<file path="src/source/DecodePkg.sv">
`default_nettype none

package DecodePkg;

	// ======================================================================
	// Encodings
	// ======================================================================

	// Major opcodes, held in the low seven bits of every instruction
	typedef enum logic [6:0]
	{
		OP_NOP  = 7'h00,
		OP_ADD  = 7'h02,
		OP_ADDI = 7'h04,
		OP_ANDI = 7'h08,
		OP_ORI  = 7'h09,
		OP_LDI  = 7'h0A,
		OP_MOV  = 7'h0C,
		OP_LDX  = 7'h10,
		OP_STX  = 7'h11,
		OP_ST   = 7'h12,
		OP_BR   = 7'h20,
		OP_DBRA = 7'h21,
		OP_RTD  = 7'h24,
		OP_FLT3 = 7'h30,
		OP_PFX  = 7'h7C
	} opcode_t;

	// Function codes of the indexed load and store forms
	typedef enum logic [6:0]
	{
		FN_LDX   = 7'h00,
		FN_LDCTX = 7'h01,
		FN_STX   = 7'h08,
		FN_STCTX = 7'h09
	} func_t;

	// Operating modes, each of which owns a stack pointer
	typedef enum logic [1:0]
	{
		OM_USER    = 2'd0,
		OM_SUPER   = 2'd1,
		OM_HYPER   = 2'd2,
		OM_MACHINE = 2'd3
	} operating_mode_t;

	// ======================================================================
	// Instruction fields and sizes
	// ======================================================================

	localparam int InstrWidth = 48;
	localparam int OpcodeLsb = 0;
	localparam int OpcodeMsb = 6;
	localparam int RtLsb = 7;
	localparam int RtMsb = 12;
	localparam int RaLsb = 13;
	localparam int RaMsb = 18;
	localparam int RaNegBit = 19;
	localparam int FuncLsb = 40;
	localparam int FuncMsb = 46;
	// Set on a MOV that crosses register banks
	localparam int AltBit = 47;
	// A prefix carries everything above its opcode
	localparam int PayloadLsb = 7;
	localparam int PayloadMsb = 47;
	// Immediate that an ordinary instruction carries itself
	localparam int OwnImmLsb = 20;
	localparam int OwnImmMsb = 47;
	localparam int ImmWidth = 41;

	localparam int ARegWidth = 9;

	// Special architectural registers
	localparam int RegStackPtr = 32;
	localparam int RegCtx = 40;
	localparam int RegRtdBase = 40;
	localparam int RegLoopCount = 55;
	localparam int RegAlias = 31;

	// Flow control on both sides of the stage
	localparam int InQueueDepth = 2;
	localparam int QueueIdxWidth = $clog2(InQueueDepth);
	localparam int QueueCntWidth = $clog2(InQueueDepth + 1);
	localparam int OutCredits = 4;
	localparam int CreditWidth = $clog2(OutCredits + 1);

	// Register 31 is an alias of the current mode's stack pointer, except
	// on a bank-to-bank MOV where it names the real register
	function automatic logic [ARegWidth-1:0] mapStackAlias(
		input logic [ARegWidth-1:0] regNum,
		input operating_mode_t om,
		input logic [InstrWidth-1:0] instr
	);
		logic isAltMove;
		begin
			isAltMove = (instr[OpcodeMsb:OpcodeLsb] == OP_MOV) && instr[AltBit];
			if (regNum == ARegWidth'(RegAlias) && !isAltMove)
				mapStackAlias = ARegWidth'(RegStackPtr) + ARegWidth'(om);
			else
				mapStackAlias = regNum;
		end
	endfunction

endpackage

`default_nettype wire

</file>
<file path="src/source/DecodeImmediate.sv">
`timescale 1ns/1ps
`default_nettype none

module DecodeImmediate
	import DecodePkg::*;
(
	input  wire logic                  clk,
	input  wire logic                  reset,
	input  wire logic [InstrWidth-1:0] headInstr,
	input  wire logic                  drain,
	output logic                       hasImma,
	output logic      [ImmWidth-1:0]   imm
);

	opcode_t headOpcode;
	logic headIsPrefix;
	logic impliedImm;
	logic pendingValid;
	logic [ImmWidth-1:0] pendingPayload;

	assign headOpcode = opcode_t'(headInstr[OpcodeMsb:OpcodeLsb]);
	assign headIsPrefix = (headOpcode == OP_PFX);

	// These opcodes take an immediate from their own upper bits
	always_comb
	begin
		case (headOpcode)
			OP_ADDI, OP_ANDI, OP_ORI, OP_LDI:
				impliedImm = 1'b1;
			default:
				impliedImm = 1'b0;
		endcase
	end

	// ======================================================================
	// Pending prefix
	// ======================================================================

	// Set while a drained prefix waits for the instruction it belongs to
	always_ff @(posedge clk)
	begin
		if (reset)
			pendingValid <= 1'b0;
		else if (drain)
			// A prefix arms the flag, anything else consumes it
			pendingValid <= headIsPrefix;
	end

	// A later prefix simply overwrites an earlier one
	always_ff @(posedge clk)
	begin
		if (drain && headIsPrefix)
			pendingPayload <= headInstr[PayloadMsb:PayloadLsb];
	end

	// ======================================================================
	// Immediate selection for the head
	// ======================================================================

	assign hasImma = pendingValid || impliedImm;

	always_comb
	begin
		if (pendingValid)
			imm = pendingPayload;
		else if (impliedImm)
			// Own immediate is zero extended to the full width
			imm = ImmWidth'(headInstr[OwnImmMsb:OwnImmLsb]);
		else
			imm = '0;
	end

endmodule

`default_nettype wire

</file>
<file path="src/source/DecodeRa.sv">
`timescale 1ns/1ps
`default_nettype none

module DecodeRa
	import DecodePkg::*;
(
	input  wire operating_mode_t       om,
	input  wire logic [InstrWidth-1:0] instr,
	input  wire logic                  hasImma,
	output logic      [ARegWidth-1:0]  ra,
	output logic                       raz,
	output logic                       ran
);

	opcode_t opcode;
	func_t func;
	logic [ARegWidth-1:0] raField;
	logic [2:0] rtdSel;
	logic [ARegWidth-1:0] raBase;

	assign opcode = opcode_t'(instr[OpcodeMsb:OpcodeLsb]);
	assign func = func_t'(instr[FuncMsb:FuncLsb]);
	assign raField = ARegWidth'(instr[RaMsb:RaLsb]);
	// Return-and-deallocate only looks at the bottom three bits
	assign rtdSel = instr[RaLsb+2:RaLsb];

	// ======================================================================
	// Base register selection, first matching rule wins
	// ======================================================================

	always_comb
	begin
		if (hasImma)
		begin
			// The Ra slot is taken by the immediate operand
			raBase = '0;
		end
		else
		begin
			case (opcode)
				OP_RTD:
				begin
					// Zero selects no register, others pick 41 to 47
					if (rtdSel == 3'd0)
						raBase = '0;
					else
						raBase = ARegWidth'(RegRtdBase) + ARegWidth'(rtdSel);
				end
				OP_DBRA:
					raBase = ARegWidth'(RegLoopCount);
				OP_LDX:
				begin
					if (func == FN_LDCTX)
						raBase = ARegWidth'(RegCtx);
					else
						raBase = raField;
				end
				OP_STX:
				begin
					if (func == FN_STCTX)
						raBase = ARegWidth'(RegCtx);
					else
						raBase = raField;
				end
				default:
					raBase = raField;
			endcase
		end
	end

	// Stack pointer alias is applied after the special cases
	assign ra = mapStackAlias(raBase, om, instr);
	assign raz = (ra == '0);
	assign ran = instr[RaNegBit];

endmodule

`default_nettype wire

</file>
<file path="src/source/DecodeRt.sv">
`timescale 1ns/1ps
`default_nettype none

module DecodeRt
	import DecodePkg::*;
(
	input  wire operating_mode_t       om,
	input  wire logic [InstrWidth-1:0] instr,
	output logic      [ARegWidth-1:0]  rt,
	output logic                       rtz
);

	opcode_t opcode;
	logic [ARegWidth-1:0] rtField;
	logic [ARegWidth-1:0] rtBase;

	assign opcode = opcode_t'(instr[OpcodeMsb:OpcodeLsb]);
	assign rtField = ARegWidth'(instr[RtMsb:RtLsb]);

	// ======================================================================
	// Target register selection
	// ======================================================================

	always_comb
	begin
		case (opcode)
			// Stores and branches write nothing, so the target is r0
			OP_ST, OP_STX, OP_BR, OP_NOP:
				rtBase = '0;
			// Decrement-and-branch updates the loop counter in place
			OP_DBRA:
				rtBase = ARegWidth'(RegLoopCount);
			default:
				rtBase = rtField;
		endcase
	end

	// Same stack pointer aliasing as the source side
	assign rt = mapStackAlias(rtBase, om, instr);

	// Zero flag lets later stages skip the register write
	assign rtz = (rt == '0);

endmodule

`default_nettype wire

</file>
<file path="src/source/DecodeStage.sv">
`timescale 1ns/1ps
`default_nettype none

module DecodeStage
	import DecodePkg::*;
(
	input  wire logic                  clk,
	input  wire logic                  reset,
	input  wire logic                  inValid,
	input  wire logic [InstrWidth-1:0] instr,
	input  wire operating_mode_t       om,
	input  wire logic                  outCredit,
	output logic                       inCredit,
	output logic                       outValid,
	output opcode_t                    outOpcode,
	output func_t                      outFunc,
	output logic      [ARegWidth-1:0]  outRa,
	output logic                       outRaz,
	output logic                       outRan,
	output logic      [ARegWidth-1:0]  outRt,
	output logic                       outRtz,
	output logic                       outHasImm,
	output logic      [ImmWidth-1:0]   outImm
);

	// Queue storage for the instruction and the mode it was sent in
	logic [InstrWidth-1:0] qInstr [InQueueDepth];
	operating_mode_t qMode [InQueueDepth];
	logic [QueueIdxWidth-1:0] wrPtr;
	logic [QueueIdxWidth-1:0] rdPtr;
	logic [QueueCntWidth-1:0] qCount;

	logic [CreditWidth-1:0] creditCount;

	logic [InstrWidth-1:0] headInstr;
	operating_mode_t headMode;
	logic headValid;
	logic headIsPrefix;
	logic drain;
	logic emit;

	logic hasImma;
	logic [ImmWidth-1:0] imm;
	logic [ARegWidth-1:0] ra;
	logic raz;
	logic ran;
	logic [ARegWidth-1:0] rt;
	logic rtz;

	// ======================================================================
	// Input queue
	// ======================================================================

	assign headInstr = qInstr[rdPtr];
	assign headMode = qMode[rdPtr];
	assign headValid = (qCount != '0);
	assign headIsPrefix = (headInstr[OpcodeMsb:OpcodeLsb] == OP_PFX);

	// A prefix never needs a downstream credit, an ordinary instruction does
	assign drain = headValid && (headIsPrefix || creditCount != '0);
	assign emit = drain && !headIsPrefix;

	// The upstream only sends while it holds a credit, so there is always room
	always_ff @(posedge clk)
	begin
		if (inValid)
		begin
			qInstr[wrPtr] <= instr;
			qMode[wrPtr] <= om;
		end
	end

	always_ff @(posedge clk)
	begin
		if (reset)
		begin
			wrPtr <= '0;
			rdPtr <= '0;
			qCount <= '0;
		end
		else
		begin
			if (inValid)
				wrPtr <= wrPtr + 1'b1;
			if (drain)
				rdPtr <= rdPtr + 1'b1;
			qCount <= qCount + QueueCntWidth'(inValid) - QueueCntWidth'(drain);
		end
	end

	// ======================================================================
	// Credits on both sides
	// ======================================================================

	// Spend and return may land in the same cycle and then cancel out
	always_ff @(posedge clk)
	begin
		if (reset)
			creditCount <= CreditWidth'(OutCredits);
		else
			creditCount <= creditCount + CreditWidth'(outCredit) - CreditWidth'(emit);
	end

	// Every drained entry frees one slot upstream, prefixes included
	always_ff @(posedge clk)
	begin
		if (reset)
			inCredit <= 1'b0;
		else
			inCredit <= drain;
	end

	// ======================================================================
	// Decoders
	// ======================================================================

	DecodeImmediate u_DecodeImmediate
	(
		.clk(clk),
		.reset(reset),
		.headInstr(headInstr),
		.drain(drain),
		.hasImma(hasImma),
		.imm(imm)
	);

	DecodeRa u_DecodeRa
	(
		.om(headMode),
		.instr(headInstr),
		.hasImma(hasImma),
		.ra(ra),
		.raz(raz),
		.ran(ran)
	);

	DecodeRt u_DecodeRt
	(
		.om(headMode),
		.instr(headInstr),
		.rt(rt),
		.rtz(rtz)
	);

	// ======================================================================
	// Output register
	// ======================================================================

	always_ff @(posedge clk)
	begin
		if (reset)
			outValid <= 1'b0;
		else
			outValid <= emit;
	end

	// Result fields only load on a decoded instruction
	always_ff @(posedge clk)
	begin
		if (emit)
		begin
			outOpcode <= opcode_t'(headInstr[OpcodeMsb:OpcodeLsb]);
			outFunc <= func_t'(headInstr[FuncMsb:FuncLsb]);
			outRa <= ra;
			outRaz <= raz;
			outRan <= ran;
			outRt <= rt;
			outRtz <= rtz;
			outHasImm <= hasImma;
			outImm <= imm;
		end
	end

endmodule

`default_nettype wire

</file>
<file path="config.mk">
export PLATFORM = sky130hd
export DESIGN_NAME = DecodeStage
export DESIGN_NICKNAME = d
export VERILOG_FILES = /design/src/source/DecodePkg.sv /design/src/source/DecodeImmediate.sv /design/src/source/DecodeRa.sv /design/src/source/DecodeRt.sv /design/src/source/DecodeStage.sv
export SDC_FILE = /design/constraint.sdc
export NUM_CORES = 1
export LEC_CHECK = 0
export BUFFER_PORTS_ARGS = -buffer_cell sky130_fd_sc_hd__buf_4
export CORE_MARGIN = 5
export CORE_UTILIZATION = 45
export CTS_CLUSTER_DIAMETER = 200
export DETAILED_ROUTE_END_ITERATION = 10
export PLACE_DENSITY = 0.65
export SLEW_MARGIN = 10
export SYNTH_ARGS = -nofsm -noshare
export SYNTH_HDL_FRONTEND = slang
export SYNTH_SLANG_ARGS = --single-unit
</file>
<file path="constraint.sdc">
create_clock -name clk -period 14.9 [get_ports clk]
set_input_delay 0.745 -clock clk [delete_from_list [all_inputs] [get_ports clk]]
set_output_delay 0.745 -clock clk [all_outputs]
set_load 0.005 [all_outputs]
</file>
# [Word level (Yosys, flattened, before mapping)]
# Memories as Yosys holds them, arrays and structs flattened. A register that Yosys moved wholly into a read port is not among the register bits.
# Cells that the tools add are included.
[totals] ramBits=100 n_memories=2 reg_bits=128 output_inout_bits=79 in_bits=54
[memory_table] name="qInstr" depth=2 word_bits=48 read_ports=1 rd_clocked_by_memory_dff=1 write_ports=1 line_no="DecodeStage.sv:27" source="logic [InstrWidth-1:0] qInstr [InQueueDepth];"
[memory_table] name="qMode" depth=2 word_bits=2 read_ports=1 rd_clocked_by_memory_dff=1 write_ports=1 line_no="DecodeStage.sv:28" source="operating_mode_t qMode [InQueueDepth];"
[classes] mux=17 n_eq_ne=16 reduce_logical=18 n_addsub=8
[op_table] cell="41-bit 2-to-1 mux" count=1
[op_table] cell="9-bit 2-to-1 mux" count=4
[op_table] cell="9-bit case mux with 4 select lines" count=1
[op_table] cell="7-bit by 4-bit == test with 1-bit output, second input constant" count=5
[op_table] cell="28-bit 2-to-1 mux" count=1
[op_table] cell="7-bit by 5-bit == test with 1-bit output, second input constant" count=3
[op_table] cell="7-bit by 6-bit == test with 1-bit output, second input constant" count=3
[op_table] cell="9-bit zero test" count=2
[op_table] cell="6-bit 2-to-1 mux" count=2
[op_table] cell="6-bit case mux with 2 select lines" count=1
[op_table] cell="9-bit by 5-bit == test with 1-bit output, second input constant" count=1
[op_table] cell="4-bit OR reduction" count=2
[op_table] cell="6-bit by 2-bit adder with 7-bit output, first input constant" count=1
[op_table] cell="6-bit by 3-bit adder with 7-bit output, first input constant" count=1
[op_table] cell="7-bit by 1-bit == test with 1-bit output, second input constant" count=1
[op_table] cell="7-bit by 3-bit == test with 1-bit output, second input constant" count=1
[op_table] cell="7-bit == test, second input constant" count=1
[op_table] cell="7-bit zero test" count=1
[op_table] cell="1-bit 2-to-1 mux" count=7
[op_table] cell="6-bit by 5-bit == test with 1-bit output, second input constant" count=1
[op_table] cell="1-bit logical AND" count=6
[op_table] cell="3-bit by 1-bit adder with 3-bit output" count=1
[op_table] cell="3-bit zero test" count=1
[op_table] cell="3-bit nonzero test" count=1
[op_table] cell="7 further kinds" count=10

# [Longest topological paths before layout]
# Gate-level depths: netlist of run 1.
[logic_depth] ltp_word=9 ltp_mapped=15 ltp_nobuf=12

# [Cells and area by module]
# From an unflattened synthesis of run 1, not the netlist that was laid out.
[unflattened] hier_cells=528 area_unflattened_um2=9143.8
[by_module_without_submodules] mod="DecodeStage" cells_each=297 area_per_inst_um2=6487.5 instances=1 seq_area_each_um2=5515.3
[by_module_without_submodules] mod="DecodeImmediate" cells_each=135 area_per_inst_um2=1959.4 instances=1 seq_area_each_um2=1251.2
[by_module_without_submodules] mod="DecodeRa" cells_each=67 area_per_inst_um2=460.4 instances=1 seq_area_each_um2=0.0
[by_module_without_submodules] mod="DecodeRt" cells_each=29 area_per_inst_um2=236.5 instances=1 seq_area_each_um2=0.0

# [Worst setup path before layout of run 1]
# Ideal clock, no wire load.
[synth_path] path_kind="register to register" start="reg (tool-made name)" end="reg creditCount[2]" period_less_slack_ns=6.061 n_path_buf=4 slack_ns=8.839 path_stages_with_launch=16 arrival_ns=5.944 setup_time_ns=0.117 t_required_ns=14.783 path_cell_list="dfxtp_1 buf_6 buf_4 buf_2 buf_2 mux2i_1 nor4_1 nor2_1 ha_1 inv_1 ha_1 inv_1 fa_1 xor2_1 xnor2_1 nand2b_1"
[synth_lines] element="to (signal assigned)" line_no="DecodeStage.sv:99" source="creditCount <= CreditWidth'(OutCredits);"
[synth_lines] element="to (signal assigned)" line_no="DecodeStage.sv:101" source="creditCount <= creditCount + CreditWidth'(outCredit) - CreditWidth'(emit);"
[synth_lines] element="to (decl)" line_no="DecodeStage.sv:33" source="logic [CreditWidth-1:0] creditCount;"

==> results of run 1 <==
-- cells by family after synthesis --
kind of cell / share of synthesized area [%]
flops: 73.7
simple gates: 9.87
compound gates: 6.13
mux: 6.06
buf+inv: 2.41
xor+xnor: 0.980
fa+ha+maj: 0.784
other cells: 0.0420
-- sequential cells by signal, indices dropped and copies added, names as in the netlist, 2 cells and up, named ones only --
name                              flops
qMode                                 4
outFunc                               7
qInstr                               96
outImm                               41
u_DecodeImmediate.pendingPayload     41
outOpcode                             7
qCount                                2
creditCount                           3
outRa                                 6
outRt                                 6
-- report_power, final --
part,total (mW),switching (mW),internal (mW)
registers,0.896,0.0514,0.845
clock network,0.582,0.225,0.356
logic,0.405,0.211,0.194
-- worst paths after layout --
check	depth (start not counted)	slack, ns	endpoint
max	12	10.78	qCount[1]
min	1	0.43	qInstr[0][12]
max reg2reg	12	10.78	qCount[1]
min reg2reg	1	0.52	outImm[29]
-- per-layer routing --
layer | up-vias | share of wire [%] | global-route usage (%)
met3 | 21 | 6.6 | 3.20
met4 | 0 | 1.1 | 3.26
met2 | 131 | 51 | 27.8
met5 | - | 0 | 0
met1 | 2467 | 41 | 21.2
li1 | 2394 | - | -
-- per-stage QoR --
stage	worst slack, ns	instances
2_1_floorplan	8.84	573
3_3_place_gp	10.95	940
3_5_place_dp	10.79	940
4_1_cts	10.77	982
5_1_grt	10.49	982
6_report	10.78	982
-- area by class of cell --
class | instances | area, sq um
Fill cell | 1567 | 8610
Sequential cell | 223 | 6590
Multi-Input combinational cell | 306 | 2170
Timing Repair Buffer | 131 | 983
Clock buffer | 28 | 637
Tap cell | 265 | 332
Clock inverter | 14 | 146
Inverter | 15 | 56.3
-- worst register-to-register path: stages (launching register included) --
cell and delay [ns]:
dfxtp_2 0.68, buf_4 0.60, mux2_2 0.34, a21bo_2 0.24, nor4_1 0.70, o21ai_0 0.39, nand2_1 0.20, ha_1 0.25
inv_1 0.06, ha_1 0.15, xor2_1 0.20, xnor2_1 0.15, nor2_1 0.05
-- synthesized netlist by cell type (all sizes together), types with 2 or more instances --
cell	count
or4	3
a21o	4
nor4bb	2
and2	16
nand4b	2
nor4	4
nand2	38
nand4	2
nor3	6
xor2	4
o32ai	2
or3b	4
inv	15
dfxtp	11
nand4bb	2
xnor2	6
buf	16
nor2	18
mux2	41
a211o	3
a21oi	17
or4b	3
nand2b	34
ha	4
clkbuf	13
or3	5
mux2i	8
o21ai	34
o32a	2
edfxtp	212
and3	2
a211oi	3
nor2b	5
nand3b	3
a22o	2
o211ai	2
==> results by group, run 1 <==
Run status
  • Status: finished clean

Logic synthesis
  • Cell count after synthesis: 568
  • #FFs+latches synth: 223
  • Post-synth EDFFs: 212
  • Sequential area share after synthesis: 73.7%
  • Main flop type after synthesis: edfxtp_1
  • Netlist cell types: 65
  • Area leader, netlist: edfxtp_1
  • Area share of the leading cell type in the synthesized netlist: 71.3%
  • Synth async-reset ratio: 0%
  • Top cells by area, synth: edfxtp_1 (71%), mux2_2 (5.2%), dfxtp_1 (2.5%)
  • Average size of a mapped cell: 15.7 sq um
  • Synth Cell Area: 8930 sq um
  • Synth warn: 0

Placed design
  • HPWL Detailed: 12700 um
  • Final GP Congestion: 0.826
  • I/O Buffers: 126
  • Placed instance area: 10100 sq um

STA
  • Fin. Hold Viols: 0
  • Highest Clock Rate: 243 MHz
  • Worst-Margin Slew: 0.989 ns
  • Crit share post-route: 27.7%
  • Final setup fails: 0
  • RSZ-0062 raised after global routing: false
  • Hold slack final: 0.426 ns
  • Setup TNS: 0 ns
  • Headroom to the max-slew limit: 34.1%
  • Min Clock Period, post-route: 4.12 ns
  • Slew Viols, Final: 0
  • Skew final: 0.0157 ns

GRT
  • Initial antenna violation count: 0
  • Total track usage: 16.0%
  • Pin count of the biggest net entering global routing: 72
  • Global-route wire length before repair: 28300 um
  • Vias in the first global route: 5107
  • Gr ovfl total: 0

Setup path
  • Startpoint Class: flop
  • CP endpoint kind: flop
  • WP buf/inv: 2
  • Worst path most repeated cell: ha_1
  • Crit path max-delay family: simple AND/OR/NAND/NOR gates
  • Slowest stage delay, CP: 0.70 ns
  • Worst setup path category: reg -> reg
  • Crit path DAT: 4.51 ns
  • CP Max Fanout: 47
  • Critical Path RT: 15.28 ns
  • CP max stage cell: nor4_1
  • Worst-path cell chain: buf_4 > mux2_2 > a21bo_2 > nor4_1 > o21ai_0 > nand2_1 > ha_1 > inv_1 > ha_1 > xor2_1 > xnor2_1 > nor2_1

CTS
  • Clock sink count: 223
  • Clock Pin Slew Worst Setup and Hold Paths: 0.06 ns
  • Longest Clk Path Bufs: 3
  • Number of buffers created by CTS: 24
  • Post CTS Setup Buffer Count: 0
  • Clock Tree Root: clkbuf_16
  • Worst skew pair latency: 0.50 ns
  • Hold buffers post-CTS: 0
  • Post-CTS sizing: 0
  • H-tree depth: 1
  • CTS tree: built

Power
  • Pleak: 3.97 nW
  • Worst VDD drop: 109 uV
  • Cell Pwr Density: 173 nW/um^2
  • Design Power: 1.88 mW

Final layout
  • Most frequent cells in the layout: edfxtp_1 (212), buf_4 (131), mux2_2 (41)
  • Fin area: 10900 sq um
  • Final Util: 55.9%
  • P&R area growth vs syn: 22.1%
  • Nets: 760
  • Commonest non-fill, non-tap cell in the layout: edfxtp_1
  • Diode count: 0
  • Share of layout cells above drive strength 1: 31.2%

Floorplanning
  • Row count: 51
  • Effective utilization at floorplan: 45.8%
  • Die W: 151 um
  • Core area: 19500 sq um
  • Full die area: 22800 sq um
  • Die height: 151 um
  • IO Pins: 133

Drt
  • Residual DRC count: 0
  • ANT nets after route: 0
  • Vias: 5013
  • WL final: 18500 um
  • Pre-antenna DRT Iters: 5
  • Post-DR wirelength/cell: 18.9 um
  • DR iter-0 viols: 395
  • Vias per cell: 5.10

Worst hold path
  • Hold Crit Start: instr[12]
  • Worst hold path type: in -> reg

Flow run
  • Max Cap Violations: 0
Power figures use the tool's default switching activity.
==> run 2, diff against run 1 <==
==> constraint.sdc (replaced) <==
create_clock -name clk -period 4 [get_ports clk]
set_input_delay 0.2 -clock clk [delete_from_list [all_inputs] [get_ports clk]]
set_output_delay 0.2 -clock clk [all_outputs]
set_load 0.005 [all_outputs]
==> run 2 against run 1 <==
  * Count of clock-buffer cells in the layout down 1
  * Global-route usage up 0.85 points
  * Via count up 5.0%
  * First-iteration DRC count down 33%
  * Clock skew down 0.0077 ns
  * Cell area up 4.9%
  * Flip-flop and latch count unchanged
  * Critical path type unchanged
==> results by group, run 2 (synthesized netlist as in run 1, its figures left out) <==
Setup path
  • CP Max Fanout: 33 (-30%)
  • CP endpoint kind: flop
  • Crit path DAT: 3.66 ns (-0.85 ns)
  • Startpoint Class: flop
  • Critical Path RT: 4.40 ns (-10.88 ns)
  • Worst setup path category: reg -> reg

Floorplanning
  • IO Pins: 133 (unchanged)
  • Die W: 151 um (unchanged)
  • Die height: 151 um (unchanged)
  • Effective utilization at floorplan: 45.8% (unchanged)
  • Core area: 19500 sq um (unchanged)
  • Full die area: 22800 sq um (unchanged)
  • Row count: 51 (unchanged)

GRT
  • Met1 global-route usage: 22.0% (+0.82 points)
  • Gr busiest metal: met2
  • Global routing usage on met3: 2.54% (-0.66 points)
  • Gr ovfl total: 0 (unchanged)
  • Total track usage: 16.9% (+0.85 points)
  • Vias in the first global route: 5435 (+6.4%)
  • Pin count of the biggest net entering global routing: 73 (+1.4%)
  • Global-route wire length before repair: 29800 um (+5.4%)
  • Met2 Use GR: 30.3% (+2.4 points)
  • Initial antenna violation count: 0 (unchanged)

STA
  • Setup ws final: 0.738 ns (-10.04 ns)
  • Headroom to the max-slew limit: 32.9% (-1.1 points)
  • Setup TNS: 0 ns (unchanged)
  • Slew Viols, Final: 0 (unchanged)
  • Crit share post-route: 81.5% (+54 points)
  • Final setup fails: 0 (unchanged)
  • RSZ-0062 raised after global routing: false
  • Highest Clock Rate: 307 MHz (+26%)
  • Worst-Margin Slew: 1.00 ns (+0.0149 ns)
  • Fin. Hold Viols: 0 (unchanged)
  • Skew final: 0.00795 ns (-0.00772 ns)
  • Min Clock Period, post-route: 3.26 ns (-0.862 ns)

Drt
  • Vias: 5266 (+5.0%)
  • Residual DRC count: 0 (unchanged)
  • Post-DR wirelength/cell: 18.6 um (-1.5%)
  • WL final: 19300 um (+4.3%)
  • Vias per cell: 5.06 (-0.81%)
  • ANT nets after route: 0 (unchanged)
  • Pre-antenna DRT Iters: 4 (-1)
  • DR iter-0 viols: 264 (-33%)

Placed design
  • HPWL Detailed: 13000 um (+2.7%)
  • Placed instance area: 10200 sq um (+0.44%)
  • I/O Buffers: 126 (unchanged)
  • Worst slack at placement: 0.710 ns (-10.08 ns)
  • Final GP Congestion: 0.874 (+5.8%)

Final layout
  • Most frequent cells in the layout: edfxtp_1 (212), buf_4 (137), dlygate4sd3_1 (52)
  • Fin area: 11400 sq um (+4.9%)
  • Share of layout cells above drive strength 1: 29.5% (-1.7 points)
  • Top Registers: qInstr (96), outImm (41), u_DecodeImmediate.pendingPayload (41)
  • Commonest non-fill, non-tap cell in the layout: edfxtp_1
  • Final Util: 58.6% (+2.8 points)
  • Nets: 817 (+7.5%)
  • Diode count: 0 (unchanged)
  • P&R area growth vs syn: 28.1%
  • Register with the most flip-flops: qInstr
  • Max reg flops: 96 (unchanged)

Flow run
  • Max Cap Violations: 0 (unchanged)

CTS
  • Number of buffers created by CTS: 23 (-4.2%)
  • H-tree depth: 1 (unchanged)
  • Longest Clk Path Bufs: 3 (unchanged)
  • CTS tree: built
  • Clock sink count: 223 (unchanged)
  • Worst skew pair latency: 0.51 ns (about the same)
  • Clock Pin Slew Worst Setup and Hold Paths: 0.06 ns (about the same)
  • Clock Tree Root: clkbuf_16

Power
  • Worst VDD drop: 348 uV (+220%)
  • Cell Pwr Density: 611 nW/um^2 (+250%)
  • Pleak: 4.20 nW (+5.8%)

Worst hold path
  • Worst hold path type: in -> reg

Run status
  • Status: finished clean
[run 2: power by group]
| group | internal [mW] | total (mW) | switching, mW |
|---|---|---|---|
| registers | 3.14 | 3.31 | 0.167 |
| logic | 0.761 | 1.58 | 0.820 |
| clock network | 1.26 | 2.11 | 0.851 |
| total | 5.16 | 7.00 | 1.84 |
[run 2: layout make-up]
cell class / instances / area [sq um]
repair buffers: 189 / 1550
inverters: 15 / 56.3
multi-input cells: 306 / 2170
clock buffers: 27 / 591
well taps: 265 / 332
clock inverters: 15 / 165
fillers: 1567 / 8080
flip-flops and latches: 223 / 6590
[run 2: worst max-delay path, stage by stage, from the launching register on]
cell      delay (ns)
dfxtp_2         0.44
buf_4           0.39
mux2_2          0.28
a21bo_2         0.24
nor4_1          0.29
buf_4           0.18
nor2_4          0.04
ha_1            0.30
inv_1           0.06
ha_1            0.12
inv_1           0.04
fa_1            0.36
xor2_1          0.19
xnor2_1         0.14
nand2b_1        0.07
[run 2: worst paths after layout]
path                                        start              to  slack, ns  cells after the start
min reg2reg  u_DecodeImmediate.pendingPayload[35]      outImm[35]       0.52                      1
min                                     outCredit  creditCount[0]       0.05                      3
max reg2reg                                  flop  creditCount[2]       0.74                     14
max                                          flop  creditCount[2]       0.74                     14
[run 2: stage by stage]
step	instances	hold slack, ns	power [mW]
2_1_floorplan	573	0.272	4.10
3_3_place_gp	946	0.386	4.89
3_5_place_dp	946	0.388	4.93
4_1_cts	1040	0.0324	7.09
5_1_grt	1040	0.0716	7.35
6_report	1040	0.0481	7.00
[run 2: repair_timing]
| action | in CTS | in global routing |
|---|---|---|
| hold buffers | 52 | 0 |
| endpoints found under the setup margin | 0 | 0 |
| hold endpoints to repair | 111 | 0 |
| buffers inserted | 0 | 0 |
| gates resized for setup | 0 | 0 |
[run 2: metal layers]
| metal | part of all wire, % | up-vias |
|---|---|---|
| met1 | 43 | 2579 |
| met5 | 0 | - |
| met4 | 2.3 | 0 |
| met3 | 4.5 | 31 |
| li1 | - | 2517 |
| met2 | 50 | 139 |
